--- src/design/snd_pkg.sv ---
// sound board shared definitions: memory map, bus request, opcodes, tone registers; import per module
`default_nettype none

package snd_pkg;

    localparam int SND_RAM_AW     = 11;   // 2 KB work ram
    localparam int SND_SAMPLE_DIV = 16;   // cen_fm ticks per sample
    localparam int ROM_AW         = 15;   // program rom window, A15 low

    // memory map
    localparam logic [15:0] NMI_VEC    = 16'h0066;
    localparam logic [15:0] RAM_BASE   = 16'hF800;  // F800-FFFF
    localparam logic [15:0] LATCH_ADDR = 16'hE800;  // command latch, memory side
    localparam logic [7:0]  OPEN_BUS   = 8'hFF;

    // i/o port ranges on port bits 7:6
    localparam logic [1:0] PORT_TONE  = 2'd0;  // bit 0 picks addr/data
    localparam logic [1:0] PORT_PCM   = 2'd2;  // not fitted
    localparam logic [1:0] PORT_LATCH = 2'd3;

    // sequencer bus request, held until rdy
    typedef struct packed {
        logic [15:0] addr;
        logic [7:0]  wdata;
        logic        mreq;
        logic        iorq;
        logic        rd;
        logic        wr;
    } bus_req_t;

    typedef enum logic [7:0] {
        OP_NOP  = 8'h00,
        OP_LDI  = 8'h01,  // a = b1
        OP_LD   = 8'h02,  // a = mem[{b2,b1}]
        OP_ST   = 8'h03,  // mem[{b2,b1}] = a
        OP_IN   = 8'h04,  // a = io[b1]
        OP_OUT  = 8'h05,  // io[b1] = a
        OP_JP   = 8'h06,  // pc = {b2,b1}
        OP_RETN = 8'h07   // back from nmi handler
    } op_t;

    typedef enum logic [7:0] {
        REG_C0_PLO = 8'h00,
        REG_C0_PHI = 8'h01,
        REG_C0_VOL = 8'h02,
        REG_C1_PLO = 8'h04,
        REG_C1_PHI = 8'h05,
        REG_C1_VOL = 8'h06,
        REG_PAN    = 8'h08   // bit0/1 ch0 l/r, bit2/3 ch1 l/r
    } tone_reg_t;

endpackage

`default_nettype wire

--- src/design/snd_decode.sv ---
// registered address decode, read mux, rom ok qualification and nmi flip-flop of the sound board
`default_nettype none

module snd_decode #(
    parameter int RAM_AW = snd_pkg::SND_RAM_AW
) (
    input  wire                         clk,
    input  wire                         rst_n,
    input  wire snd_pkg::bus_req_t      req,
    input  wire  [7:0]                  rom_data,
    input  wire                         rom_ok,
    input  wire  [7:0]                  latch,     // command from main board
    input  wire                         irqn,      // rising edge raises nmi
    input  wire  [7:0]                  ram_dout,
    input  wire  [7:0]                  tone_dout,
    output logic                        rdy,
    output logic [7:0]                  rdata,
    output logic                        nmi_n,
    output logic [snd_pkg::ROM_AW-1:0]  rom_addr,
    output logic                        rom_cs,
    output logic                        ram_we,
    output logic [RAM_AW-1:0]           ram_addr,
    output logic                        tone_cs,
    output logic                        tone_we
);
    import snd_pkg::*;

    logic active;
    logic is_rom, is_ram, is_latch, is_tone, is_pcm, is_open;
    logic ram_cs, latch_cs, pcm_cs, open_cs;
    logic rdy_q;     // ready for fixed-latency targets
    logic rom_ok2;   // rom_ok one cycle late
    logic irqn_q;
    logic nmi_pend;

    assign active   = (req.mreq | req.iorq) & (req.rd | req.wr);
    assign is_rom   = req.mreq & ~req.addr[15];
    assign is_ram   = req.mreq & (req.addr[15:RAM_AW] == RAM_BASE[15:RAM_AW]);
    assign is_latch = (req.mreq & (req.addr[15:11] == LATCH_ADDR[15:11]))   // e800
                    | (req.iorq & (req.addr[7:6] == PORT_LATCH));           // c0
    assign is_tone  = req.iorq & (req.addr[7:6] == PORT_TONE);
    assign is_pcm   = req.iorq & (req.addr[7:6] == PORT_PCM);               // 80
    assign is_open  = ~(is_rom | is_ram | is_latch | is_tone | is_pcm);

    // selects register one cycle after the request, dropped after rdy
    always_ff @(posedge clk) begin
        if (!rst_n) begin
            rom_cs   <= 1'b0;
            ram_cs   <= 1'b0;
            latch_cs <= 1'b0;
            tone_cs  <= 1'b0;
            pcm_cs   <= 1'b0;
            open_cs  <= 1'b0;
            rdy_q    <= 1'b0;
            rom_ok2  <= 1'b0;
            irqn_q   <= 1'b1;    // no false edge out of reset
            nmi_pend <= 1'b0;
        end else begin
            rom_cs   <= active & is_rom   & ~rdy;
            ram_cs   <= active & is_ram   & ~rdy;
            latch_cs <= active & is_latch & ~rdy;
            tone_cs  <= active & is_tone  & ~rdy;
            pcm_cs   <= active & is_pcm   & ~rdy;
            open_cs  <= active & is_open  & ~rdy;
            rdy_q    <= (ram_cs | latch_cs | tone_cs | pcm_cs | open_cs) & ~rdy;
            rom_ok2  <= rom_ok;
            irqn_q   <= irqn;
            if (latch_cs)
                nmi_pend <= 1'b0;                // reading the latch acks
            else if (irqn && !irqn_q)
                nmi_pend <= 1'b1;
        end
    end

    // rom waits for ok seen two cycles in a row
    assign rdy = rdy_q | (rom_cs & rom_ok & rom_ok2);

    always_comb begin
        if (rom_cs)        rdata = rom_data;
        else if (ram_cs)   rdata = ram_dout;
        else if (tone_cs)  rdata = tone_dout;
        else if (latch_cs) rdata = latch;
        else               rdata = OPEN_BUS;     // pcm port and unmapped
    end

    assign nmi_n    = ~nmi_pend;
    assign rom_addr = req.addr[ROM_AW-1:0];
    assign ram_addr = req.addr[RAM_AW-1:0];
    assign ram_we   = ram_cs  & req.wr & rdy;   // write lands with rdy
    assign tone_we  = tone_cs & req.wr & rdy;

endmodule

`default_nettype wire

--- config.mk ---
export PLATFORM = sky130hd
export DESIGN_NAME = snd_decode
export DESIGN_NICKNAME = d
export VERILOG_FILES = /design/src/design/snd_pkg.sv /design/src/design/snd_decode.sv
export SDC_FILE = /design/constraint.sdc
export NUM_CORES = 1
export LEC_CHECK = 0
export BUFFER_PORTS_ARGS = -buffer_cell sky130_fd_sc_hd__buf_2
export CORE_ASPECT_RATIO = 0.6
export CORE_MARGIN = 2
export CORE_UTILIZATION = 36
export CTS_CLUSTER_DIAMETER = 40
export DETAILED_ROUTE_END_ITERATION = 6
export PLACE_DENSITY = 0.9
export SETUP_SLACK_MARGIN = 0.5
export SYNTH_ARGS = -nofsm -noshare
export SYNTH_HDL_FRONTEND = slang
export SYNTH_SLANG_ARGS = --single-unit
--- constraint.sdc ---
create_clock -name clk -period 4.3 [get_ports clk]
set_clock_uncertainty 0.15 [all_clocks]
set_input_delay 0.86 -clock clk [delete_from_list [all_inputs] [get_ports clk]]
set_output_delay 0.86 -clock clk [all_outputs]
set_load 0.05 [all_outputs]
# == Word level (Yosys, flattened, before mapping) ==
# Cells that the tools add are included.
# word_totals
regBits,10
input_bits,64
out_inout_bits,40
elab_cells,65
# classes
eq_ne,4
muxes,4
bitwise_logic,43
reduce_logical,4
# op_table
operator,count
$mux W8,4
$and A1 B1 Y1,26
$or A1 B1 Y1,12
$eq A5 B5 Y1 const B,2
$not A1 Y1,5
$eq A2 B2 Y1 const B,2
$logic_not A2 Y1,1
$reduce_or A2 Y1,1
$logic_and A1 B1 Y1,1
$logic_not A1 Y1,1

# == Depth between registers and ports, before layout ==
# logic_depth
depth_word,9
mapped_depth,5
depth_no_buf,3

# == Worst setup path before layout ==
# Ideal clock, no wire load.
# synth_timing
path_type,input port to output port
startpoint,input port tone_dout[0]
endpoint,output port rdata[0]
arrival_ns,1.976
t_required_ns,3.290
setup_slack_ns,1.314
cell_stages,3
path_buffers,0
cell_sequence,inv_1 -> a221o_1 -> a21oi_1
# synth_between
elab_chain_cells,3
# synth_rtl
element,line,source
start: declaration,snd_decode.sv:15,"input wire [7:0] tone_dout,"
$mux W8,snd_decode.sv:81,else if (tone_cs) rdata = tone_dout;
$mux W8,snd_decode.sv:80,else if (ram_cs) rdata = ram_dout;
$mux W8,snd_decode.sv:79,if (rom_cs) rdata = rom_data;
end: declaration,snd_decode.sv:17,"output logic [7:0] rdata,"
# No other way between the ends.

# == Worst setup path after layout ==
# layout_timing
startpoint,register tone_cs
endpoint,output port rdata[3]
# layout_between
elab_chain_cells,3
# layout_rtl
element,line,source
start: declaration,snd_decode.sv:23,"output logic tone_cs,"
start signal: assignment,snd_decode.sv:62,tone_cs <= active & is_tone & ~rdy;
$mux W8,snd_decode.sv:81,
$mux W8,snd_decode.sv:80,
$mux W8,snd_decode.sv:79,
# No other way between the ends.

==> flow_summary.ini <==
[logic_synthesis]
ys_seq_area_frac = 0.215
dominantRegCellSynth = dfxtp_1
syn_nets = 184
synth_top_area_frac = 0.218
synth.most_common_cell = buf_4
ys_ff_latch = 10
synth_top_cell_by_area = buf_4
async_flop_share = 0
yosys_warnings = 0
synth_edf_count = 0
synth.avg_cell_area_um2 = 7.75
synth_area_leaders = buf_4, dfxtp_1, a21oi_1
synthTopCellsByCount = buf_4, a21oi_1, inv_1
netlist_area_um2 = 930
syn_inst = 120
ys_types = 27

[critical_path]
crit_path_max_incr_delay_ps = 690
critPathLaunchType = flip-flop
crit_start = tone_cs$_SDFF_PN0_
cp_top_family = flip-flops
crit_type = reg2out
crit_buf_inv = 1
cp.arrival_ps = 1760
critPathCaptureType = output pin
required_ps = 3290
path_cells = nor2_1 -> a221o_1 -> a21oi_1 -> buf_2
r2r_start = rom_cs$_SDFF_PN0_
cp_max_fo = 19
cp_slowest_cell = dfxtp_1

[run_status]
status = complete, no violations

[clock_network]
clock_latency_ps = 230
htreeDepth = 1
clk_pin_slew_worst_paths_ps = 50
cts_num_sinks = 10
cts_resized = 0
cts_buffers = 3
tritoncts = done
cts_buffer_depth = 2
holdBufCountCts = 0
cts_root_buffer = clkbuf_8
cts_setup_buffers = 0

[routing]
drt_iter0_drc = 17
antenna_left = 0
vias = 895
drc = 0
vias_per_cell = 4.66
drtPass1Iterations = 4
wl_per_cell_um = 10.7
drt-total-wl_mm = 2.05

[die]
std_cell_rows = 14
dieArea_um2 = 3020
die_h_um = 43.4
coreArea_um2 = 2470
io_pins = 104
fp.dieW_um = 69.6
start_util = 0.376

[sta]
max_freq_ghz = 0.361
slew_headroom = 0.604
fin_ws_ps = 1530
setup_violations = 0
tightest_slew_ps = 593
final.setup.tns_ps = 0
fin_crit_ps = 2770
rsz0062_at_grt = false
hold_viol = 0
holdWs_ps = 347
maxSlewViolCount = 0
finalCritPeriodShare = 0.643

[layout]
drive_above_1_share = 0.494
nets = 225
final_cells = 192
syn2layout_area_growth_pct = 20.6
num_antenna_cells = 0

[power]
total_power_uw = 305
p_per_area_nw_per_um2 = 272
leakage_nw = 0.564
ir_worst_vdd_mv = 0.193

[global_routing]
grt_pass1_wl_mm = 3.30
grtUsageTotal = 0.141
grt_max_degree = 20
grt_antenna_before_repair = 0
grt-ovfl-total = 0
first_global_vias = 796

[place]
gp_congestion = 0.737
dp.cells = 188
place_hpwl_mm = 1.68
preCtsSetupSlack_ps = 1540
port_buffers = 68

[run]
maxCapViolCount = 0

[hold_path]
worstHoldPathType = reg2reg
worstHoldStart = open_cs$_SDFF_PN0_
==> cell type report <==
cell class	instances	area, um^2
Fill cell	258	1350
Multi-Input combinational cell	67	444
Timing Repair Buffer	68	340
Sequential cell	10	200
Clock buffer	4	55.1
Inverter	11	41.3
Tap cell	32	40.0
==> registers in the layout (all words and copies together), names as in the netlist <==
name	cells
rdy_q	1
rom_cs	1
rom_ok2	1
latch_cs	1
nmi_pend	1
irqn_q	1
tone_cs	1
ram_cs	1
open_cs	1
pcm_cs	1
==> layer usage <==
metal	wire length [um]	up-vias	GRT usage
met5	0	-	0
met4	0	0	0.0235
met3	169	0	0.0558
met2	968	32	0.246
met1	915	403	0.170
li1	-	460	-
==> cell families (layout without fill, tap and decap cells) <==
kind of cell / count (synthesis) / in the layout / share of synthesized area
buf+inv: 43 / 83 / 0.307
simple gates: 38 / 38 / 0.238
compound gates: 28 / 28 / 0.227
flops: 10 / 10 / 0.215
mux: 1 / 1 / 0.0121
==> metrics by stage <==
| step | util | cell area [um^2] |
|---|---|---|
| 4_1_cts | 0.454 | 1120 |
| 5_1_grt | 0.454 | 1120 |
| 3_5_place_dp | 0.432 | 1070 |
| 3_3_place_gp | 0.432 | 1070 |
| 2_1_floorplan | - | 930 |
| 6_report | 0.454 | 1120 |
==> worst reg2reg max path, stage by stage (launching register included) <==
cell,delay [ps]
dfxtp_1,480
a31oi_4,240
nand3_2,180
nor4_2,270
==> final timing paths <==
check                            to  cells after the start  slack [ps]
setup / recovery           rdata[3]                      4        1530
hold / removal     rdy_q$_SDFF_PN0_                      2         350
setup reg to reg  ram_cs$_SDFF_PN0_                      3        2890
hold reg to reg    rdy_q$_SDFF_PN0_                      2         350
==> power breakdown <==
group          internal [mW]  leakage (nW)  switching [mW]  total, mW
Combinational         0.0320         0.453          0.0549     0.0869
Sequential            0.0966        0.0817         0.00471      0.101
Clock                 0.0805        0.0288          0.0367      0.117
Total                  0.209         0.564          0.0964      0.305
==> layout by cell type (no fill, tap or decap), types with 2 or more instances in the layout <==
cell,netlist,routed
clkbuf_8,0,4
nor3_1,2,2
nor2_1,9,9
nor3b_1,2,2
a21oi_1,16,16
nand2_1,4,4
dfxtp_1,10,10
a221o_1,7,7
nand2b_1,2,2
buf_2,3,68
and3_1,2,2
inv_1,11,11
nor2b_1,10,10
nand3_1,2,2
No activity file was read; power rests on OpenSTA's default activity.
