## src/design/snd_pkg.sv

```systemverilog
// sound board shared definitions: memory map, bus request, opcodes, tone registers; import per module
`default_nettype none

package snd_pkg;

    localparam int SND_RAM_AW     = 11;   // 2 KB work ram
    localparam int SND_SAMPLE_DIV = 16;   // cen_fm ticks per sample
    localparam int ROM_AW         = 15;   // program rom window, A15 low

    // memory map
    localparam logic [15:0] NMI_VEC    = 16'h0066;
    localparam logic [15:0] RAM_BASE   = 16'hF800;  // F800-FFFF
    localparam logic [15:0] LATCH_ADDR = 16'hE800;  // command latch, memory side
    localparam logic [7:0]  OPEN_BUS   = 8'hFF;

    // i/o port ranges on port bits 7:6
    localparam logic [1:0] PORT_TONE  = 2'd0;  // bit 0 picks addr/data
    localparam logic [1:0] PORT_PCM   = 2'd2;  // not fitted
    localparam logic [1:0] PORT_LATCH = 2'd3;

    // sequencer bus request, held until rdy
    typedef struct packed {
        logic [15:0] addr;
        logic [7:0]  wdata;
        logic        mreq;
        logic        iorq;
        logic        rd;
        logic        wr;
    } bus_req_t;

    typedef enum logic [7:0] {
        OP_NOP  = 8'h00,
        OP_LDI  = 8'h01,  // a = b1
        OP_LD   = 8'h02,  // a = mem[{b2,b1}]
        OP_ST   = 8'h03,  // mem[{b2,b1}] = a
        OP_IN   = 8'h04,  // a = io[b1]
        OP_OUT  = 8'h05,  // io[b1] = a
        OP_JP   = 8'h06,  // pc = {b2,b1}
        OP_RETN = 8'h07   // back from nmi handler
    } op_t;

    typedef enum logic [7:0] {
        REG_C0_PLO = 8'h00,
        REG_C0_PHI = 8'h01,
        REG_C0_VOL = 8'h02,
        REG_C1_PLO = 8'h04,
        REG_C1_PHI = 8'h05,
        REG_C1_VOL = 8'h06,
        REG_PAN    = 8'h08   // bit0/1 ch0 l/r, bit2/3 ch1 l/r
    } tone_reg_t;

endpackage

`default_nettype wire

```

## src/design/snd_cpu.sv

```systemverilog
// three-byte instruction sequencer standing in for the sound cpu; drives held bus requests
`default_nettype none

module snd_cpu (
    input  wire                clk,
    input  wire                rst_n,
    input  wire                nmi_n,   // active low, pending from decode
    input  wire                rdy,     // one-cycle ack of the held request
    input  wire  [7:0]         rdata,
    output snd_pkg::bus_req_t  req
);
    import snd_pkg::*;

    typedef enum logic [2:0] {
        ST_FETCH0,   // opcode
        ST_FETCH1,   // b1
        ST_FETCH2,   // b2
        ST_EXEC,
        ST_NMI       // save pc, jump to vector
    } state_t;

    state_t      state;
    state_t      boundary;  // where an instruction ends up next
    logic [15:0] pc;
    logic [15:0] saved_pc;
    logic [7:0]  a;
    logic [7:0]  op_q;
    logic [7:0]  b1;
    logic [7:0]  b2;
    logic        in_nmi;
    op_t         op;
    logic [15:0] operand;
    logic        exec_bus;  // instruction needs a data access

    assign op       = op_t'(op_q);   // unknown bytes fall to default = nop
    assign operand  = {b2, b1};      // little endian
    assign exec_bus = (op == OP_LD) || (op == OP_ST) || (op == OP_IN) || (op == OP_OUT);

    // nmi only between instructions and never nested
    assign boundary = (!nmi_n && !in_nmi) ? ST_NMI : ST_FETCH0;

    always_comb begin
        req       = '0;          // idle: mreq and iorq low
        req.addr  = pc;
        req.wdata = a;
        case (state)
            ST_FETCH0, ST_FETCH1, ST_FETCH2: begin
                req.mreq = 1'b1;
                req.rd   = 1'b1;
            end
            ST_EXEC: begin
                case (op)
                    OP_LD: begin
                        req.addr = operand;
                        req.mreq = 1'b1;
                        req.rd   = 1'b1;
                    end
                    OP_ST: begin
                        req.addr = operand;
                        req.mreq = 1'b1;
                        req.wr   = 1'b1;
                    end
                    OP_IN: begin
                        req.addr = {8'h00, b1};   // port in low byte
                        req.iorq = 1'b1;
                        req.rd   = 1'b1;
                    end
                    OP_OUT: begin
                        req.addr = {8'h00, b1};
                        req.iorq = 1'b1;
                        req.wr   = 1'b1;
                    end
                    default: ;                     // no bus cycle
                endcase
            end
            default: ;
        endcase
    end

    always_ff @(posedge clk) begin
        if (!rst_n) begin
            state  <= ST_FETCH0;
            pc     <= '0;        // first fetch at 0
            in_nmi <= 1'b0;
        end else begin
            case (state)
                ST_FETCH0: if (rdy) begin
                    op_q  <= rdata;
                    pc    <= pc + 16'd1;
                    state <= ST_FETCH1;
                end
                ST_FETCH1: if (rdy) begin
                    b1    <= rdata;
                    pc    <= pc + 16'd1;
                    state <= ST_FETCH2;
                end
                ST_FETCH2: if (rdy) begin
                    b2    <= rdata;
                    pc    <= pc + 16'd1;
                    state <= ST_EXEC;
                end
                ST_EXEC: if (!exec_bus || rdy) begin
                    state <= boundary;
                    case (op)
                        OP_LDI:       a <= b1;
                        OP_LD, OP_IN: a <= rdata;
                        OP_JP:        pc <= operand;
                        OP_RETN: begin
                            pc     <= saved_pc;
                            in_nmi <= 1'b0;
                        end
                        default: ;             // nop, st, out
                    endcase
                end
                ST_NMI: begin
                    saved_pc <= pc;            // pc already points past the instruction
                    pc       <= NMI_VEC;
                    in_nmi   <= 1'b1;
                    state    <= ST_FETCH0;
                end
                default: state <= ST_FETCH0;
            endcase
        end
    end

endmodule

`default_nettype wire

```

## config.mk

```make
export PLATFORM = sky130hd
export DESIGN_NAME = snd_cpu
export DESIGN_NICKNAME = d
export VERILOG_FILES = /design/src/design/snd_pkg.sv /design/src/design/snd_cpu.sv
export SDC_FILE = /design/constraint.sdc
export NUM_CORES = 1
export LEC_CHECK = 0
export ABC_AREA = 1
export BUFFER_PORTS_ARGS = -buffer_cell sky130_fd_sc_hd__buf_2
export CORE_UTILIZATION = 40
export DETAILED_ROUTE_END_ITERATION = 8
export GPL_ROUTABILITY_DRIVEN = 1
export PLACE_DENSITY_LB_ADDON = 0.05
export SKIP_LAST_GASP = 1
export SYNTH_ARGS = -nofsm -noshare
export SYNTH_HDL_FRONTEND = slang
export SYNTH_SLANG_ARGS = --single-unit
```

## constraint.sdc

```tcl
create_clock -name clk -period 5.95 [get_ports clk]
set_clock_uncertainty 0.05 [all_clocks]
set_input_delay 1.19 -clock clk [delete_from_list [all_inputs] [get_ports clk]]
set_output_delay 1.19 -clock clk [all_outputs]
set_load 0.005 [all_outputs]
```

# Yosys cells after proc, flatten, opt, wreduce, memory -nomap -nowiden
# Cells that the tools add are included.
# Widths: inputs -> output; s select.
[totals] ff_bits=68 in_bits=12 output_inout_bits=28 word_cells=76
[op_classes] n_addsub=1 n_eq_ne=18 n_mux=24 reduce_logical=25
[op_table] operator="$pmux 16 s2" count=2
[op_table] operator="$mux 16" count=3
[op_table] operator="$pmux 16 s3" count=1
[op_table] operator="$eq 8x3->1 const B" count=4
[op_table] operator="$add 16x1->16 const B" count=1
[op_table] operator="$eq 8x2->1 const B" count=2
[op_table] operator="$pmux 8 s2" count=1
[op_table] operator="$mux 3" count=5
[op_table] operator="$pmux 3 s4" count=1
[op_table] operator="$reduce_and 3->1" count=4
[op_table] operator="$reduce_and 4->1" count=3
[op_table] operator="$ne 2x2->1 const B" count=5
[op_table] operator="$eq 8x1->1 const B" count=1
[op_table] operator="$mux 1" count=8
[op_table] operator="$reduce_or 2->1" count=4
[op_table] operator="$eq 3x2->1 const B" count=2
[op_table] operator="$pmux 1 s2" count=3
[op_table] operator="$logic_or 1x1->1" count=4
[op_table] operator="$reduce_bool 2->1" count=2
[op_table] operator="$eq 3x1->1 const B" count=1
[op_table] operator="$eq 3x3->1 const B" count=1
[op_table] operator="$logic_not 1->1" count=3
[op_table] operator="$logic_not 3->1" count=1
[op_table] operator="$ne 3x2->1 const B" count=1
[op_table] operator="other kinds (5)" count=5

# Depth between registers and ports, before layout
[depth] ltp_word=8 depth_mapped=12 ltp_nobuf=11

# Least setup slack after synthesis
# Ideal clock, no wire load.
[synth_timing] path_type="register -> output" start="register op_q[3], in the netlist op[3]" end="output req[12] (netlist bit)" t_arrival_ps=1296 required_time_ps=4710 path_slack_ps=3414 stages_incl_launch_ff=7 n_path_buf=1 cell_sequence="edfxtp_1 > nor2_1 > nand4_1 > nand2_1 > nand2_1 > clkbuf_1 > o21ai_0"
[synth_rtl] item="start: declaration" line_no="snd_cpu.sv:27" source="logic [7:0] op_q;"
[synth_rtl] item="start signal: assignment" line_no="snd_cpu.sv:88" source="op_q <= rdata;"
[synth_rtl] item="end: declaration" line_no="snd_cpu.sv:10" source="output snd_pkg::bus_req_t req"

==> results.tsv <==
metric	value	unit
dp_cells	551	
synthArstFlopShare	0	%
cts.hold.buffers_added	0	
sw_frac_of_total	25.6	%
post_cts_resize_count	0	
syn_nets	426	
synthMuxAreaShare	0	%
setup_viol	0	
worst_hold_slack	415	ps
synth_top_family_by_area	simple AND/OR/NAND/NOR gates	
clockBufferDepth	2	
drive_above_1_share	15.6	%
drc_errors	0	
fin_cells	567	
yosys.area_share.simple	25.4	%
clk_latency	350	ps
dr_total_vias	2901	
die_area	8950	um2
cts_made_buffers	9	
slew_headroom	21.8	%
grt_overflow	0	
ir_drop	0.000125	V
hp-class	reg2reg	
grt_pass1_vias	2736	
io_pins	40	
post_drt_via_cell_ratio	5.12	
status	complete, no violations	
synth.distinct_cells	34	
clk_pin_slew	90	ps
nets	470	
clock_sinks	68	
synthAdderAreaFrac	0.365	%
grt_max_degree	26	
layout_min_cycle_time	3590	ps
tightest_slew	1160	ps
post_drt_wl_per_cell	16.6	um
die_h	94.6	um
ys_ff_latch	68	
required	4710	ps
postLayoutCoreUtil	47.8	%
rows	33	
cts-root-buf	clkbuf_8	
synthCells	413	
antenna_found_initial	0	
worstPathMaxFanout	24	
maxCapViolCount	0	
drtIter0Drc	219	
cp.arrival	2350	ps
postSynthAreaPerCell	8.31	um2
syn2layout_area_growth	15.1	%
total_power	1.07	mW
p_switching	0.274	mW
fmax	279	MHz
power_leakage	1.67	nW
clkPwrFrac	40.8	%
seqPwrFrac	50.5	%
powerDensity	271	nW/um2
port_buffers	39	
dominantRegCellSynth	edfxtp_1	
synth.yosys.seq_area_share	53.7	%
post_cts_buffers	0	
globalplace.congestion	0.807	
core_area	8260	um2
drv_slew	0	
finalHoldViolCount	0	
htree_levels	3	
antenna_left	0	
comb_power_share	8.7	%
firstDrtPassIters	5	
r2r_setup_slack	3480	ps
grt_setup_unrepaired	false	
fin_tns_setup	0	ps
syn_area	3430	um2
chipWidth	94.6	um
diodes	0	
cp-end-kind	output pin	
synth-xor-area-share	0.255	%
synth-compound-area-share	12.1	%
criticalPathCategory	reg2out	
yosysWarnings	0	
num-fill-cells	842	
wl	9390	um
period_share	60.3	%
grt_use_total	22.8	%
synth-edff-count	48	
initial_core_util	41.6	%
p_int	0.795	mW
dp_hpwl	6710	um
critPathLaunchType	flip-flop	
cts_tree	built	
grt_first_pass_wirelength	14800	um
==> per-layer routing <==
metal  track usage (%)  routed length (um)
met4              7.70                 171
met5                 0                   0
met3              4.11                 409
met1              32.9                4650
met2              34.4                4160
==> cell usage in the layout, fill, tap and decap left out, types with 7 or more instances in the layout <==
cell       n
dfxtp_1   20
nand2_1   94
buf_2     39
o21ai_0   38
nand3_1   25
edfxtp_1  48
nand4_1    7
inv_1     52
nor2_1    59
a21oi_1   13
clkbuf_8   9
o21ai_1    8
==> Yosys cell counts (2+ instances only) <==
| master | n | area, um2 |
|---|---|---|
| o21ai_0 | 38 | 190 |
| edfxtp_1 | 48 | 1440 |
| o21ai_1 | 8 | 40.0 |
| nand2_4 | 2 | 22.5 |
| inv_1 | 52 | 195 |
| nor2_1 | 60 | 225 |
| buf_6 | 3 | 33.8 |
| o211ai_1 | 6 | 45.0 |
| nand3_1 | 25 | 125 |
| nand4_1 | 7 | 43.8 |
| nand2_1 | 94 | 353 |
| nor4_1 | 2 | 12.5 |
| clkbuf_1 | 3 | 11.3 |
| buf_2 | 3 | 15.0 |
| or2_2 | 2 | 12.5 |
| nor3_1 | 5 | 25.0 |
| o22ai_1 | 6 | 37.5 |
| a31oi_1 | 2 | 12.5 |
| dfxtp_1 | 20 | 400 |
| a21oi_1 | 13 | 65.1 |
==> power groups by stage <==
stage               logic (mW)  registers (mW)  clock network [mW]
detailed placement      0.0922           0.551                   0
floorplan               0.0631           0.544                   0
global placement        0.0919           0.550                   0
global route             0.107           0.542               0.457
CTS                     0.0932           0.540               0.444
finish                  0.0933           0.540               0.436
==> metrics by stage <==
stage                     instance area, um2  setup WS [ps]
after CTS                               3950           2380
final                                   3950           2360
after global routing                    3950           2130
after detailed placement                3730           2770
after floorplan                         3430           3410
after global placement                  3730           2890
==> worst paths after layout <==
check / start / cells after the start / endpoint
setup / recovery: state[2] / 6 / req[20]
setup reg to reg: op[1] / 7 / in_nmi
hold reg to reg: in_nmi / 2 / in_nmi
hold / removal: in_nmi / 2 / in_nmi
==> registers in the layout, summed over array words and instances, names as in the netlist <==
register	count
state	3
op	8
b2	8
saved_pc	16
in_nmi	1
a	8
pc	16
b1	8
==> area by class of cell <==
type / count / area [um2] / share of cell area, %
Multi-Input combinational cell: 279 / 1310 / 33.2
Sequential cell: 68 / 1840 / 46.6
Timing Repair Buffer: 43 / 225 / 5.70
Clock buffer: 9 / 124 / 3.14
Clock inverter: 7 / 98.8 / 2.50
Inverter: 56 / 218 / 5.51
Tap cell: 105 / 131 / 3.33
==> critical path: stages (launching register included) <==
cell,delay (ps)
dfxtp_1,580
nor2_2,70
buf_4,230
nand2_1,410
inv_1,280
o21ai_0,260
buf_2,150
==> cells by family (layout without fill, tap and decap cells) <==
logic type               Yosys count  in the layout
AO/OA/AOI/OAI                     75             75
XOR/XNOR                           1              1
adder cells (fa/ha/maj)            1              1
buffers and inverters             66            115
flip-flops                        68             68
AND/OR/NAND/NOR                  202            202
Power figures use the tool's default switching activity.
