==> src/design/snd_pkg.sv <==
// sound board shared definitions: memory map, bus request, opcodes, tone registers; import per module
`default_nettype none

package snd_pkg;

    localparam int SND_RAM_AW     = 11;   // 2 KB work ram
    localparam int SND_SAMPLE_DIV = 16;   // cen_fm ticks per sample
    localparam int ROM_AW         = 15;   // program rom window, A15 low

    // memory map
    localparam logic [15:0] NMI_VEC    = 16'h0066;
    localparam logic [15:0] RAM_BASE   = 16'hF800;  // F800-FFFF
    localparam logic [15:0] LATCH_ADDR = 16'hE800;  // command latch, memory side
    localparam logic [7:0]  OPEN_BUS   = 8'hFF;

    // i/o port ranges on port bits 7:6
    localparam logic [1:0] PORT_TONE  = 2'd0;  // bit 0 picks addr/data
    localparam logic [1:0] PORT_PCM   = 2'd2;  // not fitted
    localparam logic [1:0] PORT_LATCH = 2'd3;

    // sequencer bus request, held until rdy
    typedef struct packed {
        logic [15:0] addr;
        logic [7:0]  wdata;
        logic        mreq;
        logic        iorq;
        logic        rd;
        logic        wr;
    } bus_req_t;

    typedef enum logic [7:0] {
        OP_NOP  = 8'h00,
        OP_LDI  = 8'h01,  // a = b1
        OP_LD   = 8'h02,  // a = mem[{b2,b1}]
        OP_ST   = 8'h03,  // mem[{b2,b1}] = a
        OP_IN   = 8'h04,  // a = io[b1]
        OP_OUT  = 8'h05,  // io[b1] = a
        OP_JP   = 8'h06,  // pc = {b2,b1}
        OP_RETN = 8'h07   // back from nmi handler
    } op_t;

    typedef enum logic [7:0] {
        REG_C0_PLO = 8'h00,
        REG_C0_PHI = 8'h01,
        REG_C0_VOL = 8'h02,
        REG_C1_PLO = 8'h04,
        REG_C1_PHI = 8'h05,
        REG_C1_VOL = 8'h06,
        REG_PAN    = 8'h08   // bit0/1 ch0 l/r, bit2/3 ch1 l/r
    } tone_reg_t;

endpackage

`default_nettype wire

==> src/design/tone_gen.sv <==
// two-channel square tone generator behind an fm-style address/data port, with panning and sample strobe
`default_nettype none

module tone_gen #(
    parameter int SAMPLE_DIV = snd_pkg::SND_SAMPLE_DIV
) (
    input  wire               clk,
    input  wire               rst_n,
    input  wire               cen_fm,
    input  wire               cs,
    input  wire               we,
    input  wire               a0,      // 0 register number, 1 data
    input  wire        [7:0]  din,
    output logic       [7:0]  dout,
    output logic              sample,
    output logic signed [15:0] left,
    output logic signed [15:0] right
);
    import snd_pkg::*;

    localparam int DIV_W = (SAMPLE_DIV > 1) ? $clog2(SAMPLE_DIV) : 1;

    tone_reg_t         reg_sel;
    logic [15:0]       period [2];
    logic [6:0]        vol    [2];
    logic [15:0]       cnt    [2];
    logic [1:0]        phase;
    logic [3:0]        pan;
    logic [DIV_W-1:0]  div;
    logic              tick;
    logic signed [15:0] amp    [2];
    logic signed [15:0] ch_val [2];
    logic signed [15:0] mix_l, mix_r;
    logic [7:0]        rd_val;

    assign tick = cen_fm && (div == DIV_W'(SAMPLE_DIV - 1));

    always_comb begin
        for (int i = 0; i < 2; i++) begin
            amp[i] = {2'b00, vol[i], 7'd0};          // vol * 128
            if (period[i] == 16'd0)
                ch_val[i] = 16'sd0;                  // silent channel
            else
                ch_val[i] = phase[i] ? amp[i] : -amp[i];
        end
        mix_l = (pan[0] ? ch_val[0] : 16'sd0) + (pan[2] ? ch_val[1] : 16'sd0);
        mix_r = (pan[1] ? ch_val[0] : 16'sd0) + (pan[3] ? ch_val[1] : 16'sd0);
    end

    always_comb begin
        case (reg_sel)
            REG_C0_PLO: rd_val = period[0][7:0];
            REG_C0_PHI: rd_val = period[0][15:8];
            REG_C0_VOL: rd_val = {1'b0, vol[0]};
            REG_C1_PLO: rd_val = period[1][7:0];
            REG_C1_PHI: rd_val = period[1][15:8];
            REG_C1_VOL: rd_val = {1'b0, vol[1]};
            REG_PAN:    rd_val = {4'd0, pan};
            default:    rd_val = 8'h00;
        endcase
    end
    assign dout = a0 ? rd_val : 8'h00;   // no status bits, no timers

    always_ff @(posedge clk) begin
        if (!rst_n) begin
            reg_sel <= REG_C0_PLO;
            pan     <= '0;
            phase   <= '0;
            div     <= '0;
            sample  <= 1'b0;
            left    <= '0;
            right   <= '0;
            for (int i = 0; i < 2; i++) begin
                period[i] <= '0;
                vol[i]    <= '0;
                cnt[i]    <= '0;
            end
        end else begin
            sample <= tick;                           // one clk wide
            if (cen_fm)
                div <= tick ? '0 : div + 1'b1;
            if (tick) begin
                left  <= mix_l;                       // same edge as sample
                right <= mix_r;
                for (int i = 0; i < 2; i++) begin
                    if (period[i] == 16'd0) begin
                        cnt[i]   <= '0;
                        phase[i] <= 1'b0;
                    end else if (cnt[i] <= 16'd1) begin
                        cnt[i]   <= period[i];        // reload and flip
                        phase[i] <= ~phase[i];
                    end else begin
                        cnt[i] <= cnt[i] - 16'd1;
                    end
                end
            end
            if (cs && we) begin
                if (!a0)
                    reg_sel <= tone_reg_t'(din);
                else begin
                    case (reg_sel)
                        REG_C0_PLO: period[0][7:0]  <= din;
                        REG_C0_PHI: period[0][15:8] <= din;
                        REG_C0_VOL: vol[0]          <= din[6:0];
                        REG_C1_PLO: period[1][7:0]  <= din;
                        REG_C1_PHI: period[1][15:8] <= din;
                        REG_C1_VOL: vol[1]          <= din[6:0];
                        REG_PAN:    pan             <= din[3:0];
                        default: ;                    // unmapped register
                    endcase
                end
            end
        end
    end

endmodule

`default_nettype wire

==> config.mk <==
export PLATFORM = sky130hd
export DESIGN_NAME = tone_gen
export DESIGN_NICKNAME = d
export VERILOG_FILES = /design/src/design/snd_pkg.sv /design/src/design/tone_gen.sv
export SDC_FILE = /design/constraint.sdc
export NUM_CORES = 1
export LEC_CHECK = 0
export ABC_AREA = 0
export BUFFER_PORTS_ARGS = -buffer_cell sky130_fd_sc_hd__clkbuf_2
export CAP_MARGIN = 10
export CORE_MARGIN = 8
export CORE_UTILIZATION = 50
export CTS_CLUSTER_SIZE = 25
export DETAILED_ROUTE_END_ITERATION = 12
export PLACE_DENSITY_LB_ADDON = 0.1
export SYNTH_ARGS = -nofsm -noshare
export SYNTH_HDL_FRONTEND = slang
export SYNTH_SLANG_ARGS = --single-unit
export TNS_END_PERCENT = 50
==> constraint.sdc <==
create_clock -name clk -period 3.6 [get_ports clk]
set_input_delay 0.36 -clock clk [delete_from_list [all_inputs] [get_ports clk]]
set_output_delay 0.36 -clock clk [all_outputs]
set_load 0.03 [all_outputs]
Word level (Yosys, flattened, before mapping). Memories as Yosys holds them, arrays and structs flattened. Index checks and enable logic that the tools add are counted.

Bitwise gates (word level): 15. Order comparisons: 2. Equality and inequality tests: 7. Reductions and logical operators: 11. Mux-type cells: 86. Add/sub/neg operators: 7.

Operators by type and width (count): 16-bit two-way mux (14); 1-bit two-way mux (63); 8-bit one-hot mux with 7 select lines (1); 8-bit two-way mux (5); 16-bit adder (2); 16-bit by 1-bit less-or-equal comparator with 1-bit output (second input constant) (2); 16-bit zero test (2); 14-bit negator with 16-bit output (2); 16-bit by 1-bit subtractor with 16-bit output (second input constant) (2); 8-bit by 3-bit == test with 1-bit output (second input constant) (3); 7-bit two-way mux (2); 1-bit bitwise OR (12); 8-bit by 1-bit == test with 1-bit output (second input constant) (1); 8-bit by 2-bit == test with 1-bit output (second input constant) (1); 8-bit by 4-bit == test with 1-bit output (second input constant) (1); 8-bit zero test (1); 2-bit AND reduction (3); 4-bit by 1-bit adder with 4-bit output (second input constant) (1); 4-bit == test (second input constant) (1); 4-bit two-way mux (1); 2-bit nonzero test (2); 1-bit NOT (3); 3-bit AND reduction (1); 1-bit logical AND (2).

Output and inout bits: 41. Bits in registers: 51. Memories kept: 3. Word-level logic and storage cells: 139. RAM bits: 78. Input bits: 14.

Memory list: cnt (depth 2, width 16, rd ports 2, clocked after Yosys merged registers in 0, write ports 2, RTL line tone_gen.sv:26) `logic [15:0] cnt [2];`; period (depth 2, width 16, rd ports 2, clocked after Yosys merged registers in 0, write ports 2, RTL line tone_gen.sv:24) `logic [15:0] period [2];`; vol (depth 2, width 7, rd ports 2, clocked after Yosys merged registers in 0, write ports 2, RTL line tone_gen.sv:25) `logic [6:0] vol [2];`.

Depth between registers and ports, before layout. An unclocked memory read counts as a cell.

Word-level depth: 9. Gate-level depth with buffers: 12.

Worst setup path after synthesis. Ideal clock, no wire load.

Kind: reg-to-reg. Start: memory period[0][4]. End: register left[15]. Required time: 3.530 ns. Buffers on the path: 1. Stages on the path, launching flop included: 13. Path slack: 0.771 ns. Data arrival time: 2.759 ns. Cell sequence: edfxtp_1 > nor4_1 > nand4_1 > clkbuf_1 > nand2_1 > nor2_1 > ha_1 > fa_1 > a21oi_1 > o211ai_1 > o41ai_1 > xnor3_1 > a21oi_1.

RTL lines: start: declaration (RTL line tone_gen.sv:24); end signal: assignment (RTL line tone_gen.sv:83) `left <= mix_l;`; end: declaration (RTL line tone_gen.sv:16) `output logic signed [15:0] left,`.

Final worst setup path.
Start: register reg_sel[4]. End: output port dout[2].

Cells in the longest elaborated chain, start to end: 3.

Ends and longest elaborated chain: start: declaration (RTL line tone_gen.sv:23) `tone_reg_t reg_sel;`; start signal: assignment (RTL line tone_gen.sv:99) `reg_sel <= tone_reg_t'(din);`; 8-bit by 4-bit == test with 1-bit output, or another cell as far along (RTL line tone_gen.sv:51) `case (reg_sel)`; 8-bit one-hot mux with 7 select lines * (RTL line tone_gen.sv:51); 8-bit two-way mux * (RTL line tone_gen.sv:62) `assign dout = a0 ? rd_val : 8'h00;`; end: declaration (RTL line tone_gen.sv:14) `output logic [7:0] dout,`.

Every way passes the cells marked *; elsewhere a longest branch is shown, timed or not.

==> reports/summary.log <==
[cts] Clock Tree Root sky130_fd_sc_hd__clkbuf_16
[drt] First-pass DRT Iterations 5
[synth] FFs w/ async S/R, synth 0%
[sta] setup repair after global routing missed its margin false
[synth] post-synth cell types 58
[finish] summed area of non-filler cells in the final layout 7710 sq um
[finish] area added between synthesis and finish 14.7%
[floorplanning] effective utilization at floorplan 51.0%
[cts] buffer levels on the longest clock path 2
[floorplanning] chip height 132 microns
[synth] syn_area_per_cell 9.73 sq um
[finish] commonest non-fill, non-tap cell in the layout sky130_fd_sc_hd__nor2_1
[placed_design] detailed placement HPWL 13.0 mm
[drt] remaining antenna violation count after routing 0
[floorplanning] core area 13200 sq um
[drt] total length of routed wires 17.6 mm
[sta] relative slew slack 29.9%
[setup_path] crit path launch type flop
[cts] cts bufs inserted 17
[grt] Overflow after GRT 0
[cts] CTS tree done
[sta] final critical path time including I/O delays and setup 3.39 ns
[finish] final-stage net count 766
[drt] average routed wire per standard cell 19.2 microns
[synth] cell area after synthesis 6730 sq um
[run] total of max-cap violations 0
[sta] clock skew after layout 0.00801 ns
[placed_design] count of port buffers added during placement 40
[worst_hold_path] worst hold path stage count 3
[synth] cells taking the most area after synthesis sky130_fd_sc_hd__edfxtp_1 35%, sky130_fd_sc_hd__dfxtp_1 11%, sky130_fd_sc_hd__nor2_1 5.4%
[setup_path] CP Capture Type output port
[sta] post-route setup slack 0.211 ns
[synth] Synthesis Warnings 0
[power_and_ir_drop] switching pwr 837 uW
[cts] number of sinks handled by clock tree synthesis 115
[sta] share of the clock period used by the worst path 94.1%
[grt] vias in the first global route 5377
[cts] Clock Latency Late Sink 0.42 ns
[power_and_ir_drop] switching fraction of total power 22.7%
[synth] flops & latches, synth 115
[cts] clock slew at the register clock pins of the worst setup and hold paths 0.05 ns
[placed_design] routability-driven placement congestion ratio 0.907
[power_and_ir_drop] Power Dens Cells 478 nW/um^2
[setup_path] launch point of the worst reg-to-reg path period[1][11]
[grt] pin count of the biggest net entering global routing 34
[drt] residual DRC count 0
[finish] total area of sequential cells 3080 sq um
[cts] CTS hold repair buffers 0
[drt] number of DRC violations after detailed-routing iteration 0 397
[placed_design] Setup Slack @ Placement 0.338 ns
[finish] most frequent cells in the layout 97 x sky130_fd_sc_hd__nor2_1, 78 x sky130_fd_sc_hd__edfxtp_1, 56 x sky130_fd_sc_hd__nand2_1
[grt] initial antenna violation count 0
[sta] fin. max-slew vios 0
[floorplanning] die width 132 microns
[worst_hold_path] worst hold-check path type input port to flop
[sta] Setup violations, final 0
[cts] number of setup buffers added after CTS 0
[cts] maximum level of the CTS H-tree 4
[finish] layout cells sized above 1 12.2%
[drt] via/cell ratio 5.95
[power_and_ir_drop] internal power contribution 2.85 mW
[grt] global router's overall resource usage 20.5%
[synth] share of Yosys cell area claimed by the top area cell type 34.8%
[power_and_ir_drop] fraction of power consumed by sequential logic 41.0%
[finish] ANT cells 0
[setup_path] length in cells of the worst reg-to-reg path 11
[power_and_ir_drop] P_leak 3.02 nW
[synth] count of mapped cells out of synthesis 691
[finish] post-layout util 58.5%
[placed_design] instance area after placement 7040 sq um
[synth] sequential fraction of the synthesis area 45.8%
[run_status] result of the run finished clean
[sta] slew at the pin closest to its max-slew limit 1.05 ns
[setup_path] startpoint of the most critical setup path reg_sel[4]
[power_and_ir_drop] post-layout power 3.69 mW
[sta] Setup TNS Final 0 ns
[setup_path] CP Max Fanout 8
[finish] area of the multi-input gates 3410 sq um
[floorplanning] die area 17400 sq um
[setup_path] data arrival at the endpoint of the critical path 3.03 ns
[sta] hold violation total from the final report 0
[synth] Synth Flop Type sky130_fd_sc_hd__edfxtp_1
[worst_hold_path] HP Start din[2]
[sta] Max Clock Freq 0.295 GHz
[drt] via total after detailed routing 5451
[floorplanning] I/O pin count 55
[cts] post-cts gate resize count 0
[finish] final-layout fill cell count 1165
[synth] number of enable flip-flop cells after synthesis 78
[setup_path] Crit Path Category flop to output port
[synth] top cell type by total area after synthesis sky130_fd_sc_hd__edfxtp_1
[setup_path] data required time at the worst endpoint 3.24 ns
[floorplanning] placement row count 42
[power_and_ir_drop] part of the power in the clock network 52.2%
[grt] wire length of the first global-routing pass 28.4 mm
[power_and_ir_drop] worst vdd ir 0.000320 V
[power_and_ir_drop] part of the power in combinational logic 6.9%
## stage by stage
stage	cells	hold WS, ns
final	916	0.256
after CTS	916	0.247
after detailed placement	884	0.443
after global routing	916	0.266
after floorplan	704	0.469
after global placement	884	0.439
## logic make-up after synthesis
family / after synthesis / synth area share [%]
fa+ha+maj: 25 / 4.87
buf+inv: 60 / 4.13
simple gates: 298 / 22.9
xor+xnor: 51 / 7.05
compound gates: 121 / 12.2
flops: 115 / 45.8
mux: 20 / 2.98
other cells: 1 / 0.0558
## worst max-delay path, cell delays in order, from the launching register on
cell and delay (ns):
sky130_fd_sc_hd__dfxtp_1 0.31, sky130_fd_sc_hd__nor4_2 0.60, sky130_fd_sc_hd__nor3b_1 0.59, sky130_fd_sc_hd__and2_1 0.40, sky130_fd_sc_hd__a21oi_1 0.14, sky130_fd_sc_hd__a31oi_1 0.29
sky130_fd_sc_hd__clkbuf_2 0.28
## sequential cells by signal, summed over array words and instances (netlist names)
register and count:
cnt 32, div 4, left 9, pan 4
period 32, phase 2, reg_sel 8, right 9
sample 1, vol 14
## worst paths after layout
kind               to  slack, ns
min            pan[2]       0.26
max reg2reg  left[15]       0.24
min reg2reg  left[10]       0.45
max           dout[2]       0.21
## routing by layer
layer,routed length (microns),up-vias,GRT usage (%)
met5,0,-,0
met4,466,0,9.32
met3,1270,37,5.26
met2,7910,224,31.2
met1,7970,2610,26.8
li1,-,2580,-
## synthesized netlist by cell type (3+ instances only)
master                      count
sky130_fd_sc_hd__nand2b_1       3
sky130_fd_sc_hd__dfxtp_1       37
sky130_fd_sc_hd__nand4b_1       4
sky130_fd_sc_hd__or2_2          3
sky130_fd_sc_hd__and2_1        29
sky130_fd_sc_hd__xnor2_1       25
sky130_fd_sc_hd__a221oi_1       4
sky130_fd_sc_hd__clkbuf_1      28
sky130_fd_sc_hd__or3_1         10
sky130_fd_sc_hd__nand3b_1       8
sky130_fd_sc_hd__a211oi_1      34
sky130_fd_sc_hd__nand4_1        5
sky130_fd_sc_hd__a21oi_1       31
sky130_fd_sc_hd__nor2_1        97
sky130_fd_sc_hd__a21o_1         3
sky130_fd_sc_hd__nor4_1        13
sky130_fd_sc_hd__xor2_1        24
sky130_fd_sc_hd__o211ai_1       4
sky130_fd_sc_hd__nand3_1       24
sky130_fd_sc_hd__ha_1          23
sky130_fd_sc_hd__buf_4         14
sky130_fd_sc_hd__nor3b_1        3
sky130_fd_sc_hd__nand2_1       56
sky130_fd_sc_hd__buf_1          3
sky130_fd_sc_hd__mux2i_1       20
sky130_fd_sc_hd__o21ai_0       12
sky130_fd_sc_hd__a22oi_1       10
sky130_fd_sc_hd__a31oi_1        5
sky130_fd_sc_hd__and3_1         7
sky130_fd_sc_hd__o2111ai_1      3
sky130_fd_sc_hd__nor3_1        17
sky130_fd_sc_hd__inv_1         15
sky130_fd_sc_hd__edfxtp_1      78
sky130_fd_sc_hd__a2bb2oi_1      3
sky130_fd_sc_hd__or4_1          4
## power groups by stage
stage	clock network [mW]	registers, mW	logic (mW)
after floorplan	0	1.51	0.203
after global placement	0	1.53	0.243
after detailed placement	0	1.54	0.247
after global routing	2.00	1.52	0.275
after CTS	1.94	1.51	0.250
final	1.92	1.51	0.253
## area by class of cell
type,count,share of cell area (%)
inverters,15,0.730
flip-flops and latches,115,40.0
multi-input cells,529,44.3
clock buffers,18,5.69
clock inverters,14,3.02
repair buffers,49,3.47
well taps,176,2.85
Note: power is estimated with default switching activity, not from simulation.
